==> src/logic/uce_pkg.sv <==
package uce_pkg;

  // Address layout is {tag, index, block offset}
  localparam int PADDR_WIDTH        = 20;
  localparam int DWORD_WIDTH        = 64;
  localparam int BLOCK_OFFSET_WIDTH = 3;

  localparam int SETS        = 16;
  localparam int INDEX_WIDTH = $clog2(SETS);

  localparam int ASSOC     = 2;
  localparam int WAY_WIDTH = $clog2(ASSOC);

  localparam int TAG_WIDTH = PADDR_WIDTH - INDEX_WIDTH - BLOCK_OFFSET_WIDTH;

  // One extra count bit so that a full tracker can hold MAX_CREDITS itself
  localparam int MAX_CREDITS  = 4;
  localparam int CREDIT_WIDTH = $clog2(MAX_CREDITS + 1);

  // Sizes are log2 of the byte count and a whole block is code 3
  localparam int SIZE_WIDTH = 2;
  localparam logic [SIZE_WIDTH-1:0] BLOCK_SIZE = 2'd3;

  typedef enum logic [1:0]
  {
    e_miss_load,
    e_uc_load,
    e_uc_store,
    e_cache_clear
  } cache_req_type_e;

  typedef enum logic [0:0]
  {
    e_tag_set_clear,
    e_tag_set_tag
  } tag_opcode_e;

  typedef enum logic [0:0]
  {
    e_data_write,
    e_data_uncached
  } data_opcode_e;

  typedef enum logic [1:0]
  {
    e_mem_rd,
    e_mem_uc_rd,
    e_mem_uc_wr
  } mem_msg_e;

  typedef enum logic [2:0]
  {
    e_reset,
    e_clear,
    e_ready,
    e_send,
    e_fill_wait,
    e_uc_read_wait
  } uce_state_e;

endpackage

==> src/logic/uce_req_regs.sv <==
`timescale 1ns/1ps

module uce_req_regs
  (
    input  logic                                 clk_i,
    input  logic                                 reset_i,

    input  uce_pkg::cache_req_type_e             cache_req_type_i,
    input  logic [uce_pkg::PADDR_WIDTH-1:0]      cache_req_addr_i,
    input  logic [uce_pkg::DWORD_WIDTH-1:0]      cache_req_data_i,
    input  logic [uce_pkg::SIZE_WIDTH-1:0]       cache_req_size_i,
    input  logic                                 accept_i,
    input  logic                                 complete_i,

    input  logic [uce_pkg::WAY_WIDTH-1:0]        metadata_way_i,
    input  logic                                 metadata_v_i,

    output uce_pkg::cache_req_type_e             req_type_o,
    output logic [uce_pkg::PADDR_WIDTH-1:0]      req_addr_o,
    output logic [uce_pkg::DWORD_WIDTH-1:0]      req_data_o,
    output logic [uce_pkg::SIZE_WIDTH-1:0]       req_size_o,
    output logic                                 req_v_o,

    output logic [uce_pkg::WAY_WIDTH-1:0]        meta_way_o,
    output logic                                 meta_v_o
  );

  always_ff @(posedge clk_i)
  begin
    if (accept_i)
    begin
      req_type_o <= cache_req_type_i;
      req_addr_o <= cache_req_addr_i;
      req_data_o <= cache_req_data_i;
      req_size_o <= cache_req_size_i;
    end
    if (metadata_v_i)
      meta_way_o <= metadata_way_i;
  end

  always_ff @(posedge clk_i)
  begin
    if (reset_i)
    begin
      req_v_o  <= 1'b0;
      meta_v_o <= 1'b0;
    end
    else
    begin
      if (accept_i)
        req_v_o <= 1'b1;
      else if (complete_i)
        req_v_o <= 1'b0;

      // Metadata may land in the accept cycle itself, so the set has priority
      if (metadata_v_i)
        meta_v_o <= 1'b1;
      else if (accept_i)
        meta_v_o <= 1'b0;
    end
  end

endmodule

==> src/logic/uce_credit_tracker.sv <==
`timescale 1ns/1ps

module uce_credit_tracker
  (
    input  logic clk_i,
    input  logic reset_i,

    input  logic cmd_fire_i,
    input  logic resp_fire_i,

    output logic credits_full_o,
    output logic credits_empty_o
  );

  import uce_pkg::*;

  logic [CREDIT_WIDTH-1:0] count_r;

  always_ff @(posedge clk_i)
  begin
    if (reset_i)
      count_r <= '0;
    else if (cmd_fire_i & ~resp_fire_i)
      count_r <= count_r + 1'b1;
    else if (resp_fire_i & ~cmd_fire_i)
      count_r <= count_r - 1'b1;
  end

  assign credits_full_o  = (count_r == CREDIT_WIDTH'(MAX_CREDITS));
  assign credits_empty_o = (count_r == '0);

endmodule

==> src/logic/uce_fsm.sv <==
`timescale 1ns/1ps

module uce_fsm
  (
    input  logic                                 clk_i,
    input  logic                                 reset_i,

    input  logic                                 cache_req_v_i,
    input  uce_pkg::cache_req_type_e             cache_req_type_i,
    output logic                                 cache_req_yumi_o,
    output logic                                 cache_req_busy_o,
    output logic                                 cache_req_complete_o,

    input  uce_pkg::cache_req_type_e             req_type_i,
    input  logic [uce_pkg::PADDR_WIDTH-1:0]      req_addr_i,
    input  logic [uce_pkg::DWORD_WIDTH-1:0]      req_data_i,
    input  logic [uce_pkg::SIZE_WIDTH-1:0]       req_size_i,
    input  logic                                 req_v_i,
    input  logic [uce_pkg::WAY_WIDTH-1:0]        meta_way_i,
    input  logic                                 meta_v_i,

    input  logic                                 credits_full_i,
    input  logic                                 credits_empty_i,

    output uce_pkg::tag_opcode_e                 tag_mem_pkt_opcode_o,
    output logic [uce_pkg::INDEX_WIDTH-1:0]      tag_mem_pkt_index_o,
    output logic [uce_pkg::WAY_WIDTH-1:0]        tag_mem_pkt_way_o,
    output logic [uce_pkg::TAG_WIDTH-1:0]        tag_mem_pkt_tag_o,
    output logic                                 tag_mem_pkt_v_o,
    input  logic                                 tag_mem_pkt_yumi_i,

    output uce_pkg::data_opcode_e                data_mem_pkt_opcode_o,
    output logic [uce_pkg::INDEX_WIDTH-1:0]      data_mem_pkt_index_o,
    output logic [uce_pkg::WAY_WIDTH-1:0]        data_mem_pkt_way_o,
    output logic [uce_pkg::DWORD_WIDTH-1:0]      data_mem_pkt_data_o,
    output logic                                 data_mem_pkt_v_o,
    input  logic                                 data_mem_pkt_yumi_i,

    output uce_pkg::mem_msg_e                    mem_cmd_type_o,
    output logic [uce_pkg::PADDR_WIDTH-1:0]      mem_cmd_addr_o,
    output logic [uce_pkg::SIZE_WIDTH-1:0]       mem_cmd_size_o,
    output logic [uce_pkg::WAY_WIDTH-1:0]        mem_cmd_way_o,
    output logic [uce_pkg::DWORD_WIDTH-1:0]      mem_cmd_data_o,
    output logic                                 mem_cmd_v_o,
    input  logic                                 mem_cmd_yumi_i,

    input  uce_pkg::mem_msg_e                    mem_resp_type_i,
    input  logic [uce_pkg::PADDR_WIDTH-1:0]      mem_resp_addr_i,
    input  logic [uce_pkg::WAY_WIDTH-1:0]        mem_resp_way_i,
    input  logic [uce_pkg::DWORD_WIDTH-1:0]      mem_resp_data_i,
    input  logic                                 mem_resp_v_i,
    output logic                                 mem_resp_yumi_o,

    output logic                                 cmd_fire_o,
    output logic                                 resp_fire_o
  );

  import uce_pkg::*;

  uce_state_e state_r, state_n;

  logic [INDEX_WIDTH-1:0] index_r;
  logic index_up;
  logic index_done;

  // Tag and data writes of a fill may be accepted in different cycles
  logic tag_done_r;
  logic data_done_r;

  logic store_resp_v;
  logic load_resp_v;
  logic load_resp_yumi;

  assign index_done = (index_r == INDEX_WIDTH'(SETS - 1));

  // Store responses carry nothing for the cache and are taken at once
  assign store_resp_v = mem_resp_v_i & (mem_resp_type_i == e_mem_uc_wr);
  assign load_resp_v  = mem_resp_v_i & (mem_resp_type_i != e_mem_uc_wr);

  assign mem_resp_yumi_o  = store_resp_v | load_resp_yumi;
  assign resp_fire_o      = mem_resp_v_i & mem_resp_yumi_o;
  assign cmd_fire_o       = mem_cmd_v_o & mem_cmd_yumi_i;
  assign cache_req_busy_o = (state_r == e_reset) | (state_r == e_clear) | credits_full_i;

  always_comb
  begin
    state_n              = state_r;
    index_up             = 1'b0;
    cache_req_yumi_o     = 1'b0;
    cache_req_complete_o = 1'b0;
    load_resp_yumi       = 1'b0;

    tag_mem_pkt_opcode_o = e_tag_set_clear;
    tag_mem_pkt_index_o  = '0;
    tag_mem_pkt_way_o    = '0;
    tag_mem_pkt_tag_o    = '0;
    tag_mem_pkt_v_o      = 1'b0;

    data_mem_pkt_opcode_o = e_data_write;
    data_mem_pkt_index_o  = '0;
    data_mem_pkt_way_o    = '0;
    data_mem_pkt_data_o   = '0;
    data_mem_pkt_v_o      = 1'b0;

    mem_cmd_type_o = e_mem_rd;
    mem_cmd_addr_o = '0;
    mem_cmd_size_o = '0;
    mem_cmd_way_o  = '0;
    mem_cmd_data_o = '0;
    mem_cmd_v_o    = 1'b0;

    case (state_r)
      e_reset:
        state_n = e_clear;
      e_clear:
      begin
        tag_mem_pkt_index_o  = index_r;
        tag_mem_pkt_v_o      = 1'b1;
        index_up             = tag_mem_pkt_yumi_i;
        cache_req_complete_o = index_up & index_done;
        if (cache_req_complete_o)
          state_n = e_ready;
      end
      e_ready:
      begin
        // A clear is held off until every outstanding store is answered
        cache_req_yumi_o = cache_req_v_i & ~req_v_i
                         & ((cache_req_type_i != e_cache_clear) | credits_empty_i);
        if (cache_req_yumi_o)
          state_n = (cache_req_type_i == e_cache_clear) ? e_clear : e_send;
      end
      e_send:
      begin
        if (req_type_i == e_miss_load)
        begin
          mem_cmd_type_o = e_mem_rd;
          mem_cmd_addr_o = {req_addr_i[PADDR_WIDTH-1:BLOCK_OFFSET_WIDTH],
                            BLOCK_OFFSET_WIDTH'(0)};
          mem_cmd_size_o = BLOCK_SIZE;
          mem_cmd_way_o  = meta_way_i;
          mem_cmd_v_o    = req_v_i & meta_v_i & ~credits_full_i;
          if (mem_cmd_v_o & mem_cmd_yumi_i)
            state_n = e_fill_wait;
        end
        else
        begin
          mem_cmd_type_o = (req_type_i == e_uc_load) ? e_mem_uc_rd : e_mem_uc_wr;
          mem_cmd_addr_o = req_addr_i;
          mem_cmd_size_o = req_size_i;
          mem_cmd_data_o = req_data_i;
          mem_cmd_v_o    = req_v_i & ~credits_full_i;
          cache_req_complete_o = mem_cmd_v_o & mem_cmd_yumi_i & (req_type_i == e_uc_store);
          if (mem_cmd_v_o & mem_cmd_yumi_i)
            state_n = (req_type_i == e_uc_store) ? e_ready : e_uc_read_wait;
        end
      end
      e_fill_wait:
      begin
        tag_mem_pkt_opcode_o = e_tag_set_tag;
        tag_mem_pkt_index_o  = mem_resp_addr_i[BLOCK_OFFSET_WIDTH+:INDEX_WIDTH];
        tag_mem_pkt_way_o    = mem_resp_way_i;
        tag_mem_pkt_tag_o    = mem_resp_addr_i[PADDR_WIDTH-1-:TAG_WIDTH];
        tag_mem_pkt_v_o      = load_resp_v & ~tag_done_r;

        data_mem_pkt_opcode_o = e_data_write;
        data_mem_pkt_index_o  = mem_resp_addr_i[BLOCK_OFFSET_WIDTH+:INDEX_WIDTH];
        data_mem_pkt_way_o    = mem_resp_way_i;
        data_mem_pkt_data_o   = mem_resp_data_i;
        data_mem_pkt_v_o      = load_resp_v & ~data_done_r;

        load_resp_yumi = (tag_done_r | (tag_mem_pkt_v_o & tag_mem_pkt_yumi_i))
                       & (data_done_r | (data_mem_pkt_v_o & data_mem_pkt_yumi_i));
        cache_req_complete_o = load_resp_yumi;
        if (load_resp_yumi)
          state_n = e_ready;
      end
      e_uc_read_wait:
      begin
        data_mem_pkt_opcode_o = e_data_uncached;
        data_mem_pkt_index_o  = mem_resp_addr_i[BLOCK_OFFSET_WIDTH+:INDEX_WIDTH];
        data_mem_pkt_data_o   = mem_resp_data_i;
        data_mem_pkt_v_o      = load_resp_v;
        load_resp_yumi        = data_mem_pkt_v_o & data_mem_pkt_yumi_i;
        cache_req_complete_o  = load_resp_yumi;
        if (load_resp_yumi)
          state_n = e_ready;
      end
      default:
        state_n = e_reset;
    endcase
  end

  always_ff @(posedge clk_i)
  begin
    if (reset_i)
    begin
      state_r     <= e_reset;
      index_r     <= '0;
      tag_done_r  <= 1'b0;
      data_done_r <= 1'b0;
    end
    else
    begin
      state_r <= state_n;
      if (index_up)
        index_r <= index_done ? '0 : index_r + 1'b1;
      if (load_resp_yumi)
      begin
        tag_done_r  <= 1'b0;
        data_done_r <= 1'b0;
      end
      else if (state_r == e_fill_wait)
      begin
        tag_done_r  <= tag_done_r | (tag_mem_pkt_v_o & tag_mem_pkt_yumi_i);
        data_done_r <= data_done_r | (data_mem_pkt_v_o & data_mem_pkt_yumi_i);
      end
    end
  end

endmodule

==> src/logic/uce_top.sv <==
`timescale 1ns/1ps

module uce_top
  (
    input  logic                                 clk_i,
    input  logic                                 reset_i,

    input  uce_pkg::cache_req_type_e             cache_req_type_i,
    input  logic [uce_pkg::PADDR_WIDTH-1:0]      cache_req_addr_i,
    input  logic [uce_pkg::DWORD_WIDTH-1:0]      cache_req_data_i,
    input  logic [uce_pkg::SIZE_WIDTH-1:0]       cache_req_size_i,
    input  logic                                 cache_req_v_i,
    output logic                                 cache_req_yumi_o,
    output logic                                 cache_req_busy_o,
    output logic                                 cache_req_complete_o,
    input  logic [uce_pkg::WAY_WIDTH-1:0]        cache_req_metadata_way_i,
    input  logic                                 cache_req_metadata_v_i,
    output logic                                 cache_req_credits_full_o,
    output logic                                 cache_req_credits_empty_o,

    output uce_pkg::tag_opcode_e                 tag_mem_pkt_opcode_o,
    output logic [uce_pkg::INDEX_WIDTH-1:0]      tag_mem_pkt_index_o,
    output logic [uce_pkg::WAY_WIDTH-1:0]        tag_mem_pkt_way_o,
    output logic [uce_pkg::TAG_WIDTH-1:0]        tag_mem_pkt_tag_o,
    output logic                                 tag_mem_pkt_v_o,
    input  logic                                 tag_mem_pkt_yumi_i,

    output uce_pkg::data_opcode_e                data_mem_pkt_opcode_o,
    output logic [uce_pkg::INDEX_WIDTH-1:0]      data_mem_pkt_index_o,
    output logic [uce_pkg::WAY_WIDTH-1:0]        data_mem_pkt_way_o,
    output logic [uce_pkg::DWORD_WIDTH-1:0]      data_mem_pkt_data_o,
    output logic                                 data_mem_pkt_v_o,
    input  logic                                 data_mem_pkt_yumi_i,

    output uce_pkg::mem_msg_e                    mem_cmd_type_o,
    output logic [uce_pkg::PADDR_WIDTH-1:0]      mem_cmd_addr_o,
    output logic [uce_pkg::SIZE_WIDTH-1:0]       mem_cmd_size_o,
    output logic [uce_pkg::WAY_WIDTH-1:0]        mem_cmd_way_o,
    output logic [uce_pkg::DWORD_WIDTH-1:0]      mem_cmd_data_o,
    output logic                                 mem_cmd_v_o,
    input  logic                                 mem_cmd_yumi_i,

    input  uce_pkg::mem_msg_e                    mem_resp_type_i,
    input  logic [uce_pkg::PADDR_WIDTH-1:0]      mem_resp_addr_i,
    input  logic [uce_pkg::WAY_WIDTH-1:0]        mem_resp_way_i,
    input  logic [uce_pkg::DWORD_WIDTH-1:0]      mem_resp_data_i,
    input  logic                                 mem_resp_v_i,
    output logic                                 mem_resp_yumi_o
  );

  import uce_pkg::*;

  cache_req_type_e         req_type;
  logic [PADDR_WIDTH-1:0]  req_addr;
  logic [DWORD_WIDTH-1:0]  req_data;
  logic [SIZE_WIDTH-1:0]   req_size;
  logic                    req_v;
  logic [WAY_WIDTH-1:0]    meta_way;
  logic                    meta_v;
  logic                    cmd_fire;
  logic                    resp_fire;

  uce_req_regs req_regs
    (
      .clk_i            (clk_i),
      .reset_i          (reset_i),
      .cache_req_type_i (cache_req_type_i),
      .cache_req_addr_i (cache_req_addr_i),
      .cache_req_data_i (cache_req_data_i),
      .cache_req_size_i (cache_req_size_i),
      .accept_i         (cache_req_yumi_o),
      .complete_i       (cache_req_complete_o),
      .metadata_way_i   (cache_req_metadata_way_i),
      .metadata_v_i     (cache_req_metadata_v_i),
      .req_type_o       (req_type),
      .req_addr_o       (req_addr),
      .req_data_o       (req_data),
      .req_size_o       (req_size),
      .req_v_o          (req_v),
      .meta_way_o       (meta_way),
      .meta_v_o         (meta_v)
    );

  uce_credit_tracker credit_tracker
    (
      .clk_i           (clk_i),
      .reset_i         (reset_i),
      .cmd_fire_i      (cmd_fire),
      .resp_fire_i     (resp_fire),
      .credits_full_o  (cache_req_credits_full_o),
      .credits_empty_o (cache_req_credits_empty_o)
    );

  uce_fsm fsm
    (
      .clk_i, .reset_i,
      .cache_req_v_i, .cache_req_type_i,
      .cache_req_yumi_o, .cache_req_busy_o, .cache_req_complete_o,
      .req_type_i (req_type), .req_addr_i (req_addr), .req_data_i (req_data),
      .req_size_i (req_size), .req_v_i (req_v),
      .meta_way_i (meta_way), .meta_v_i (meta_v),
      .credits_full_i  (cache_req_credits_full_o),
      .credits_empty_i (cache_req_credits_empty_o),
      .tag_mem_pkt_opcode_o, .tag_mem_pkt_index_o, .tag_mem_pkt_way_o,
      .tag_mem_pkt_tag_o, .tag_mem_pkt_v_o, .tag_mem_pkt_yumi_i,
      .data_mem_pkt_opcode_o, .data_mem_pkt_index_o, .data_mem_pkt_way_o,
      .data_mem_pkt_data_o, .data_mem_pkt_v_o, .data_mem_pkt_yumi_i,
      .mem_cmd_type_o, .mem_cmd_addr_o, .mem_cmd_size_o, .mem_cmd_way_o,
      .mem_cmd_data_o, .mem_cmd_v_o, .mem_cmd_yumi_i,
      .mem_resp_type_i, .mem_resp_addr_i, .mem_resp_way_i, .mem_resp_data_i,
      .mem_resp_v_i, .mem_resp_yumi_o,
      .cmd_fire_o  (cmd_fire),
      .resp_fire_o (resp_fire)
    );

endmodule

==> config.mk <==
export PLATFORM = sky130hd
export DESIGN_NAME = uce_top
export DESIGN_NICKNAME = d
export VERILOG_FILES = /design/src/logic/uce_pkg.sv /design/src/logic/uce_req_regs.sv /design/src/logic/uce_credit_tracker.sv /design/src/logic/uce_fsm.sv /design/src/logic/uce_top.sv
export SDC_FILE = /design/constraint.sdc
export NUM_CORES = 1
export LEC_CHECK = 0
export ABC_AREA = 1
export BUFFER_PORTS_ARGS = -buffer_cell sky130_fd_sc_hd__buf_4
export CORE_AREA = 2 2 146 148
export CTS_BUF_LIST = sky130_fd_sc_hd__clkbuf_4 sky130_fd_sc_hd__clkbuf_8
export CTS_CLUSTER_SIZE = 12
export DETAILED_ROUTE_END_ITERATION = 12
export DIE_AREA = 0 0 148 150
export GPL_ROUTABILITY_DRIVEN = 0
export PLACE_DENSITY = 0.61
export SLEW_MARGIN = 40
export SYNTH_ARGS = -nofsm -noshare
export SYNTH_HDL_FRONTEND = slang
export SYNTH_HIERARCHICAL = 1
export SYNTH_SLANG_ARGS = --single-unit
==> constraint.sdc <==
create_clock -name clk_i -period 13.12 [get_ports clk_i]
set_input_delay 1.312 -clock clk_i [delete_from_list [all_inputs] [get_ports clk_i]]
set_output_delay 1.312 -clock clk_i [all_outputs]
set_load 0.02 [all_outputs]
==> results of run 1 <==
-- synthesized netlist by cell type --
library cell,number
inv_1,131
nand2_1,104
o211ai_1,1
buf_2,10
buf_4,1
o22ai_1,3
o21ai_1,2
a21oi_1,8
nor2_2,2
a211oi_1,1
edfxtp_1,89
ha_1,2
nand3_2,1
nand4_1,3
nand3_1,12
inv_2,8
o21ai_0,10
clkbuf_1,15
a21oi_2,1
nor2_1,194
nand2_2,3
fa_1,1
nor3_1,4
nor3b_1,1
xor2_1,1
dfxtp_1,14
-- final timing paths --
kind | endpoint | start | cells past startpoint | slack [ns]
hold / removal | req_regs/meta_v_o | req_regs/meta_v_o | 2 | 0.47
setup / recovery | cache_req_yumi_o | cache_req_v_i | 7 | 9.29
setup reg to reg | credit_tracker/count_r[2] | fsm/state_r[1] | 19 | 9.97
hold reg to reg | req_regs/meta_v_o | req_regs/meta_v_o | 2 | 0.47
-- sequential cells by signal, indices dropped and copies added (netlist names) --
name	cells
req_regs/req_size_o	2
req_regs/req_addr_o	20
req_regs/meta_way_o	1
fsm/tag_done_r	1
credit_tracker/count_r	3
req_regs/meta_v_o	1
fsm/state_r	3
req_regs/req_v_o	1
fsm/data_done_r	1
req_regs/req_type_o	2
fsm/index_r	4
req_regs/req_data_o	64
-- layer usage --
metal  share of wire (%)  GRT usage [%]  wire length (um)  vias up
met2                  52           29.0              9520      242
li1                    -              -                 -     2575
met3                 9.2           5.43              1710       33
met5                   0              0                 0        -
met1                  35           15.7              6480     2275
met4                 4.1           8.10               753        0
-- final cells by class --
| type | instances | area share [%] |
|---|---|---|
| repair buffers | 373 | 33.9 |
| clock inverters | 6 | 0.842 |
| well taps | 275 | 4.13 |
| flip-flops and latches | 103 | 35.5 |
| multi-input cells | 354 | 17.8 |
| clock buffers | 10 | 1.58 |
| inverters | 139 | 6.27 |
-- cells by family (layout without fill, tap and decap cells) --
family / Yosys count / in the layout / share of synthesized area (%)
compound gates: 26 / 26 / 2.82
xor+xnor: 1 / 1 / 0.173
fa+ha+maj: 3 / 3 / 0.892
buf+inv: 165 / 528 / 12.6
flops: 103 / 103 / 58.5
simple gates: 324 / 324 / 25.1
-- metrics by stage --
stage / setup slack [ns] / hold WS, ns / area (um^2)
CTS: 9.28 / 0.475 / 8320
finish: 9.29 / 0.472 / 8320
global route: 9.12 / 0.500 / 8320
detailed placement: 9.28 / 0.462 / 8120
floorplan: 6.31 / 0.437 / 5050
global placement: 9.28 / 0.453 / 8080
-- power by group through the flow --
| stage | clock (W) | sequential (W) | combinational, W |
|---|---|---|---|
| 2_1_floorplan | 0 | 0.000424 | 0.000212 |
| 3_3_place_gp | 0 | 0.000422 | 0.000387 |
| 3_5_place_dp | 0 | 0.000424 | 0.000393 |
| 4_1_cts | 0.000217 | 0.000416 | 0.000394 |
| 5_1_grt | 0.000228 | 0.000420 | 0.000425 |
| 6_report | 0.000205 | 0.000416 | 0.000388 |
-- worst min-delay path, cell delays in order (launching register included) --
cell	delay (ns)
dfxtp_1	0.33
nand2_2	0.07
a21oi_2	0.04
==> summary.txt, run 1 <==
Status
  – Outcome: finished clean

Pwr
  – Tot Pwr: around 0.0010 W
  – Peak VDD IR: between 0.06 and 0.07 mV
  – P_int: between 0.0006 and 0.0007 W
  – Sw power: 0.000367 W
  – Leakage: ~4.4 nW
  – Sequential power share: around 40%
  – Power Density: about 120 nW/um^2
  – Switching share of power: roughly 36%
  – Comb pwr share: a little under two fifths
  – Clock network power share: slightly above 20%

Worst hold path
  – Hold WC Path Type: reg2reg

Clock network
  – Clock Pin Slew Worst Setup and Hold Paths: ~0.090 ns
  – Sink Count: about 100
  – Cts bufs inserted: 9
  – Cts-stage hold buffer count: 0
  – Clock root buffer: clkbuf_8
  – TritonCTS clock tree: done
  – Post-cts gate resize count: 0
  – Post-CTS Setup Bufs: 0
  – H-tree lvl count: 3
  – Clk buf depth: 2
  – Worst-Skew Late Latency: about 0.38 ns

Place
  – Final HPWL DP: 14.6 mm
  – Placed insts: around 1200
  – PortBufs: 367

Synth
  – Avg Inst Size Synth: 8.12 um^2
  – Sequential share of the synthesized area: 58.5%
  – Synth top area share: between 50% and 60%
  – Cell taking the most area after synthesis: edfxtp_1
  – Main area contributors after synthesis: edfxtp_1, nor2_1, inv_1
  – Syn Inst Count: about 620
  – Synth Cell Area: just over 5000 um^2
  – Syn. warnings: 6
  – FF+latch count, synth: 103
  – Cell variety after synth: 26
  – Syn nets: slightly above 800

Floorplan
  – Initial Util: around 24%
  – Rows: 53
  – Die area: roughly 22000 um^2
  – Die width: 148 um
  – Die height: roughly 150 um
  – Core ar.: around 21000 um^2
  – I/O pins: 371

Setup path
  – Crit path capture type: primary output
  – Worst path cell trace: buf_4 > inv_1 > nor2_1 > o21ai_0 > nor2_4 > buf_4 > buf_4
  – Worst Path Arrival: roughly 2.5 ns
  – Worst-path fanout max: 38
  – Slowest stage delay, CP: 0.45 ns
  – WP buf/inv: 4
  – CP max-delay cell: buf_4
  – Crit path launch type: primary input
  – Critical path type: in2out
  – Crit path top cell by count: buf_4
  – Worst endpoint required time: roughly 12 ns
  – Crit path max-delay family: buffers and inverters

Route
  – Detailed Route WL: roughly 18 mm
  – Drt first pass iters: 6
  – Remaining antenna violation count: 0
  – Via/cell ratio: ~4.1
  – Iter 0 DRT Violations: between 100 and 150
  – DR WL/cell: ~15 um
  – Vias: a little over 5000
  – # DRC: 0

Cells and area
  – Most frequent cells in the layout: buf_4, nor2_1, inv_1
  – Flip-flop and latch area: about 3000 um^2
  – Area grow syn2layout: 64.8%
  – # fillers: ~2200
  – Area of the multi-input gates: 1480 um^2
  – Final design utilization: 40.2%
  – Commonest non-fill, non-tap cell in the layout: buf_4
  – Layout Nets: around 1200
  – Fin cells: around 1300
  – ANT cells: 0
  – Share of cells above drive strength 1: between 40% and 50%

Timing
  – Endpoints failing setup: 0
  – Slew margin rel.: about half
  – Min Tclk post-route: between 3 and 4 ns
  – Slew Viols, Final: 0
  – Fin Clk Skew: ~0.014 ns
  – Period utilisation layout: ~30%
  – Slew @ Worst Pin: approximately 0.77 ns
  – FMAX: around 0.26 GHz
  – Unrepaired setup endpoints after global routing: false
  – Fin. Hold Viols: 0
  – Setup_tns: 0 ns

Global route
  – Vias in the first global route: 4892
  – Gr ovfl total: 0
  – Largest net degree at the start of global routing: about 70
  – GRT Overall Usage: ~16%
  – First-pass GRT wire length: around 27 mm
  – Initial antenna violation count: 0

Run
  – Max-Cap Viols: 0
(Power assumes the default switching activity.)
==> run 2, diff against run 1 <==
- CORE_AREA: 2 2 146 148 -> 2 2 145 147
- DIE_AREA: 0 0 148 150 -> 0 0 147 149
- PLACE_DENSITY: 0.61 -> 0.64
- clock period: 13.12 -> 3.4 ns (I/O delays scaled with it)
==> run 2 against run 1 <==
Final area barely moved. Combinational power grew to 3.8 times the previous value. Routed wire length shrank 11%. Clock-buffer cell count fell by 1. Non-clock buffer count rose by 2. Via count is 1.2% lower. Largest cell class unchanged. Largest power group unchanged. Global-route usage decreased by 1.8 points. Register-to-register slack got worse by 9.0 ns.
==> summary.txt, run 2 (synthesis results as in run 1) <==
Timing
  – Endpoints failing setup: 0 (unchanged)
  – Min Tclk post-route: ~2.6 ns
  – FMAX: ~0.38 GHz
  – Slew @ Worst Pin: 0.701 ns (-0.0740 ns)
  – Slew margin rel.: 53.2% (+5.0 points)
  – Slew Viols, Final: 0 (unchanged)
  – Setup_tns: 0 ns (unchanged)
  – Fin. Hold Viols: 0 (unchanged)
  – Fin Clk Skew: 0.0215 ns (+0.00712 ns)
  – Worst setup margin: 0.779 ns (-8.51 ns)
  – Unrepaired setup endpoints after global routing: false
  – Period utilisation layout: 77.1%

Cells and area
  – ANT cells: 0 (unchanged)
  – Largest registers: req_regs/req_data_o x64, req_regs/req_addr_o x20, fsm/index_r x4
  – Share of cells above drive strength 1: 41.3% (+0.22 points)
  – # fillers: 2127 (-2.7%)
  – Final design utilization: 40.5% (+0.24 points)
  – Max reg flops: 64 (unchanged)
  – Area grow syn2layout: 64.7% (about the same)
  – Most frequent cells in the layout: buf_4, nor2_1, inv_1
  – Layout Nets: 1169 (+0.17%)
  – Most flop-heavy register: req_regs/req_data_o
  – Commonest non-fill, non-tap cell in the layout: buf_4

Worst hold path
  – Hold WC Path Type: in2reg
  – Hold path endpoint: req_regs/req_addr_o[6]
  – Worst hold start: cache_req_addr_i[6]
  – Worst hold stages: 1 (-1)

Setup path
  – Crit path launch type: flop
  – Crit path capture type: primary output
  – Worst Path Arrival: 2.28 ns (-0.23 ns)
  – FF-to-FF Start: fsm/state_r[1]
  – Reg2reg end: credit_tracker/count_r[2]
  – Critical path type: reg2out
  – Worst reg2reg path depth: 20 (+1)
  – Worst endpoint required time: 3.06 ns (-8.75 ns)
  – Worst reg2reg setup slack: 0.94 ns (-9.03 ns)
  – Worst-path fanout max: 39 (+2.6%)

Clock network
  – H-tree lvl count: 3 (unchanged)
  – TritonCTS clock tree: done
  – Post-CTS Setup Bufs: 0 (unchanged)
  – Post-cts gate resize count: 0 (unchanged)
  – Clk buf depth: 2 (unchanged)
  – Clock Pin Slew Worst Setup and Hold Paths: 0.12 ns (+0.03 ns)
  – Worst-Skew Late Latency: 0.38 ns (about the same)
  – Cts bufs inserted: 9 (unchanged)
  – Cts-stage hold buffer count: 0 (unchanged)
  – Sink Count: 103 (unchanged)
  – Clock root buffer: clkbuf_8

Global route
  – Initial antenna violation count: 0 (unchanged)
  – GR Util met3: 6.12% (+0.69 points)
  – Met1 global-route usage: 15.2% (-0.57 points)
  – First-pass GRT wire length: 24.2 mm (-9.1%)
  – Vias in the first global route: 4750 (-2.9%)
  – Most used routing layer: met2
  – Largest net degree at the start of global routing: 89 (+25%)
  – Gr ovfl total: 0 (unchanged)
  – GRT met2 Usage: 25.0% (-4.0 points)
  – GRT Overall Usage: 14.0% (-1.8 points)

Floorplan
  – Rows: 53 (unchanged)
  – Initial Util: 24.6% (+0.16 points)
  – I/O pins: 371 (unchanged)
  – Die width: 147 um (-0.68%)
  – Core ar.: 20600 um^2 (-0.64%)
  – Die area: 21900 um^2 (-1.3%)
  – Die height: 149 um (-0.67%)

Pwr
  – Peak VDD IR: 0.223 mV (+270%)
  – Power Density: 462 nW/um^2 (+280%)
  – Leakage: 4.37 nW (about the same)

Route
  – Via/cell ratio: 4.01 (-1.3%)
  – # DRC: 0 (unchanged)
  – Remaining antenna violation count: 0 (unchanged)
  – Iter 0 DRT Violations: 161 (+14%)
  – Drt first pass iters: 4 (-2)
  – Detailed Route WL: 16.5 mm (-11%)
  – Vias: 5064 (-1.2%)
  – DR WL/cell: 13.0 um (-11%)

Place
  – Worst slack after detailed placement: 0.949 ns (-8.33 ns)
  – Final HPWL DP: 12.6 mm (-14%)
  – PortBufs: 367 (unchanged)

Status
  – Outcome: finished clean

Run
  – Max-Cap Viols: 0 (unchanged)
-- run 2: routing by layer --
layer	part of all wire, %	wire, um	vias up
li1	-	-	2582
met5	0	0	-
met3	11	1820	14
met2	51	8350	230
met1	37	6080	2238
met4	1.3	216	0
-- run 2: how the worst max path moves through the flow --
| stage | start | to | cells after the start |
|---|---|---|---|
| 4_1_cts | req_regs/req_type_o[0] | mem_cmd_data_o[42] | 7 |
| 5_1_grt | req_regs/req_type_o[0] | mem_cmd_data_o[42] | 7 |
| 3_3_place_gp | fsm/state_r[1] | credit_tracker/count_r[2] | 20 |
| 2_1_floorplan | credit_tracker/count_r[0] | req_regs/req_addr_o[0] | 3 |
| 3_5_place_dp | fsm/state_r[1] | credit_tracker/count_r[2] | 20 |
| 6_report | req_regs/req_type_o[0] | mem_cmd_data_o[35] | 7 |
-- run 2: report_power, final --
group          total [W]  internal, W  switching [W]
clock           0.000755     0.000284       0.000471
combinational    0.00148     0.000584       0.000899
sequential       0.00161      0.00154      0.0000660
total            0.00384      0.00241        0.00144
-- run 2: area by class of cell --
type	count	area, um^2	area share [%]
Inverter	139	522	6.27
Clock inverter	7	66.3	0.797
Sequential cell	103	2950	35.5
Timing Repair Buffer	375	2830	34.0
Multi-Input combinational cell	354	1480	17.8
Tap cell	275	344	4.14
Clock buffer	9	124	1.49
-- run 2: critical path, stage by stage (launching register included) --
cell      delay, ns
edfxtp_1       0.41
nor2_1         0.06
buf_4          0.15
inv_2          0.47
buf_4          0.42
nand2_1        0.09
nor2_1         0.11
buf_4          0.16
-- run 2: stage by stage --
stage	area (um^2)	power (W)	instances	hold slack (ns)
finish	8320	0.00384	1262	0.122
global route	8320	0.00407	1262	0.0793
CTS	8320	0.00390	1262	0.0926
detailed placement	8130	0.00313	1246	0.455
global placement	8120	0.00311	1246	0.451
floorplan	5060	0.00244	622	0.402
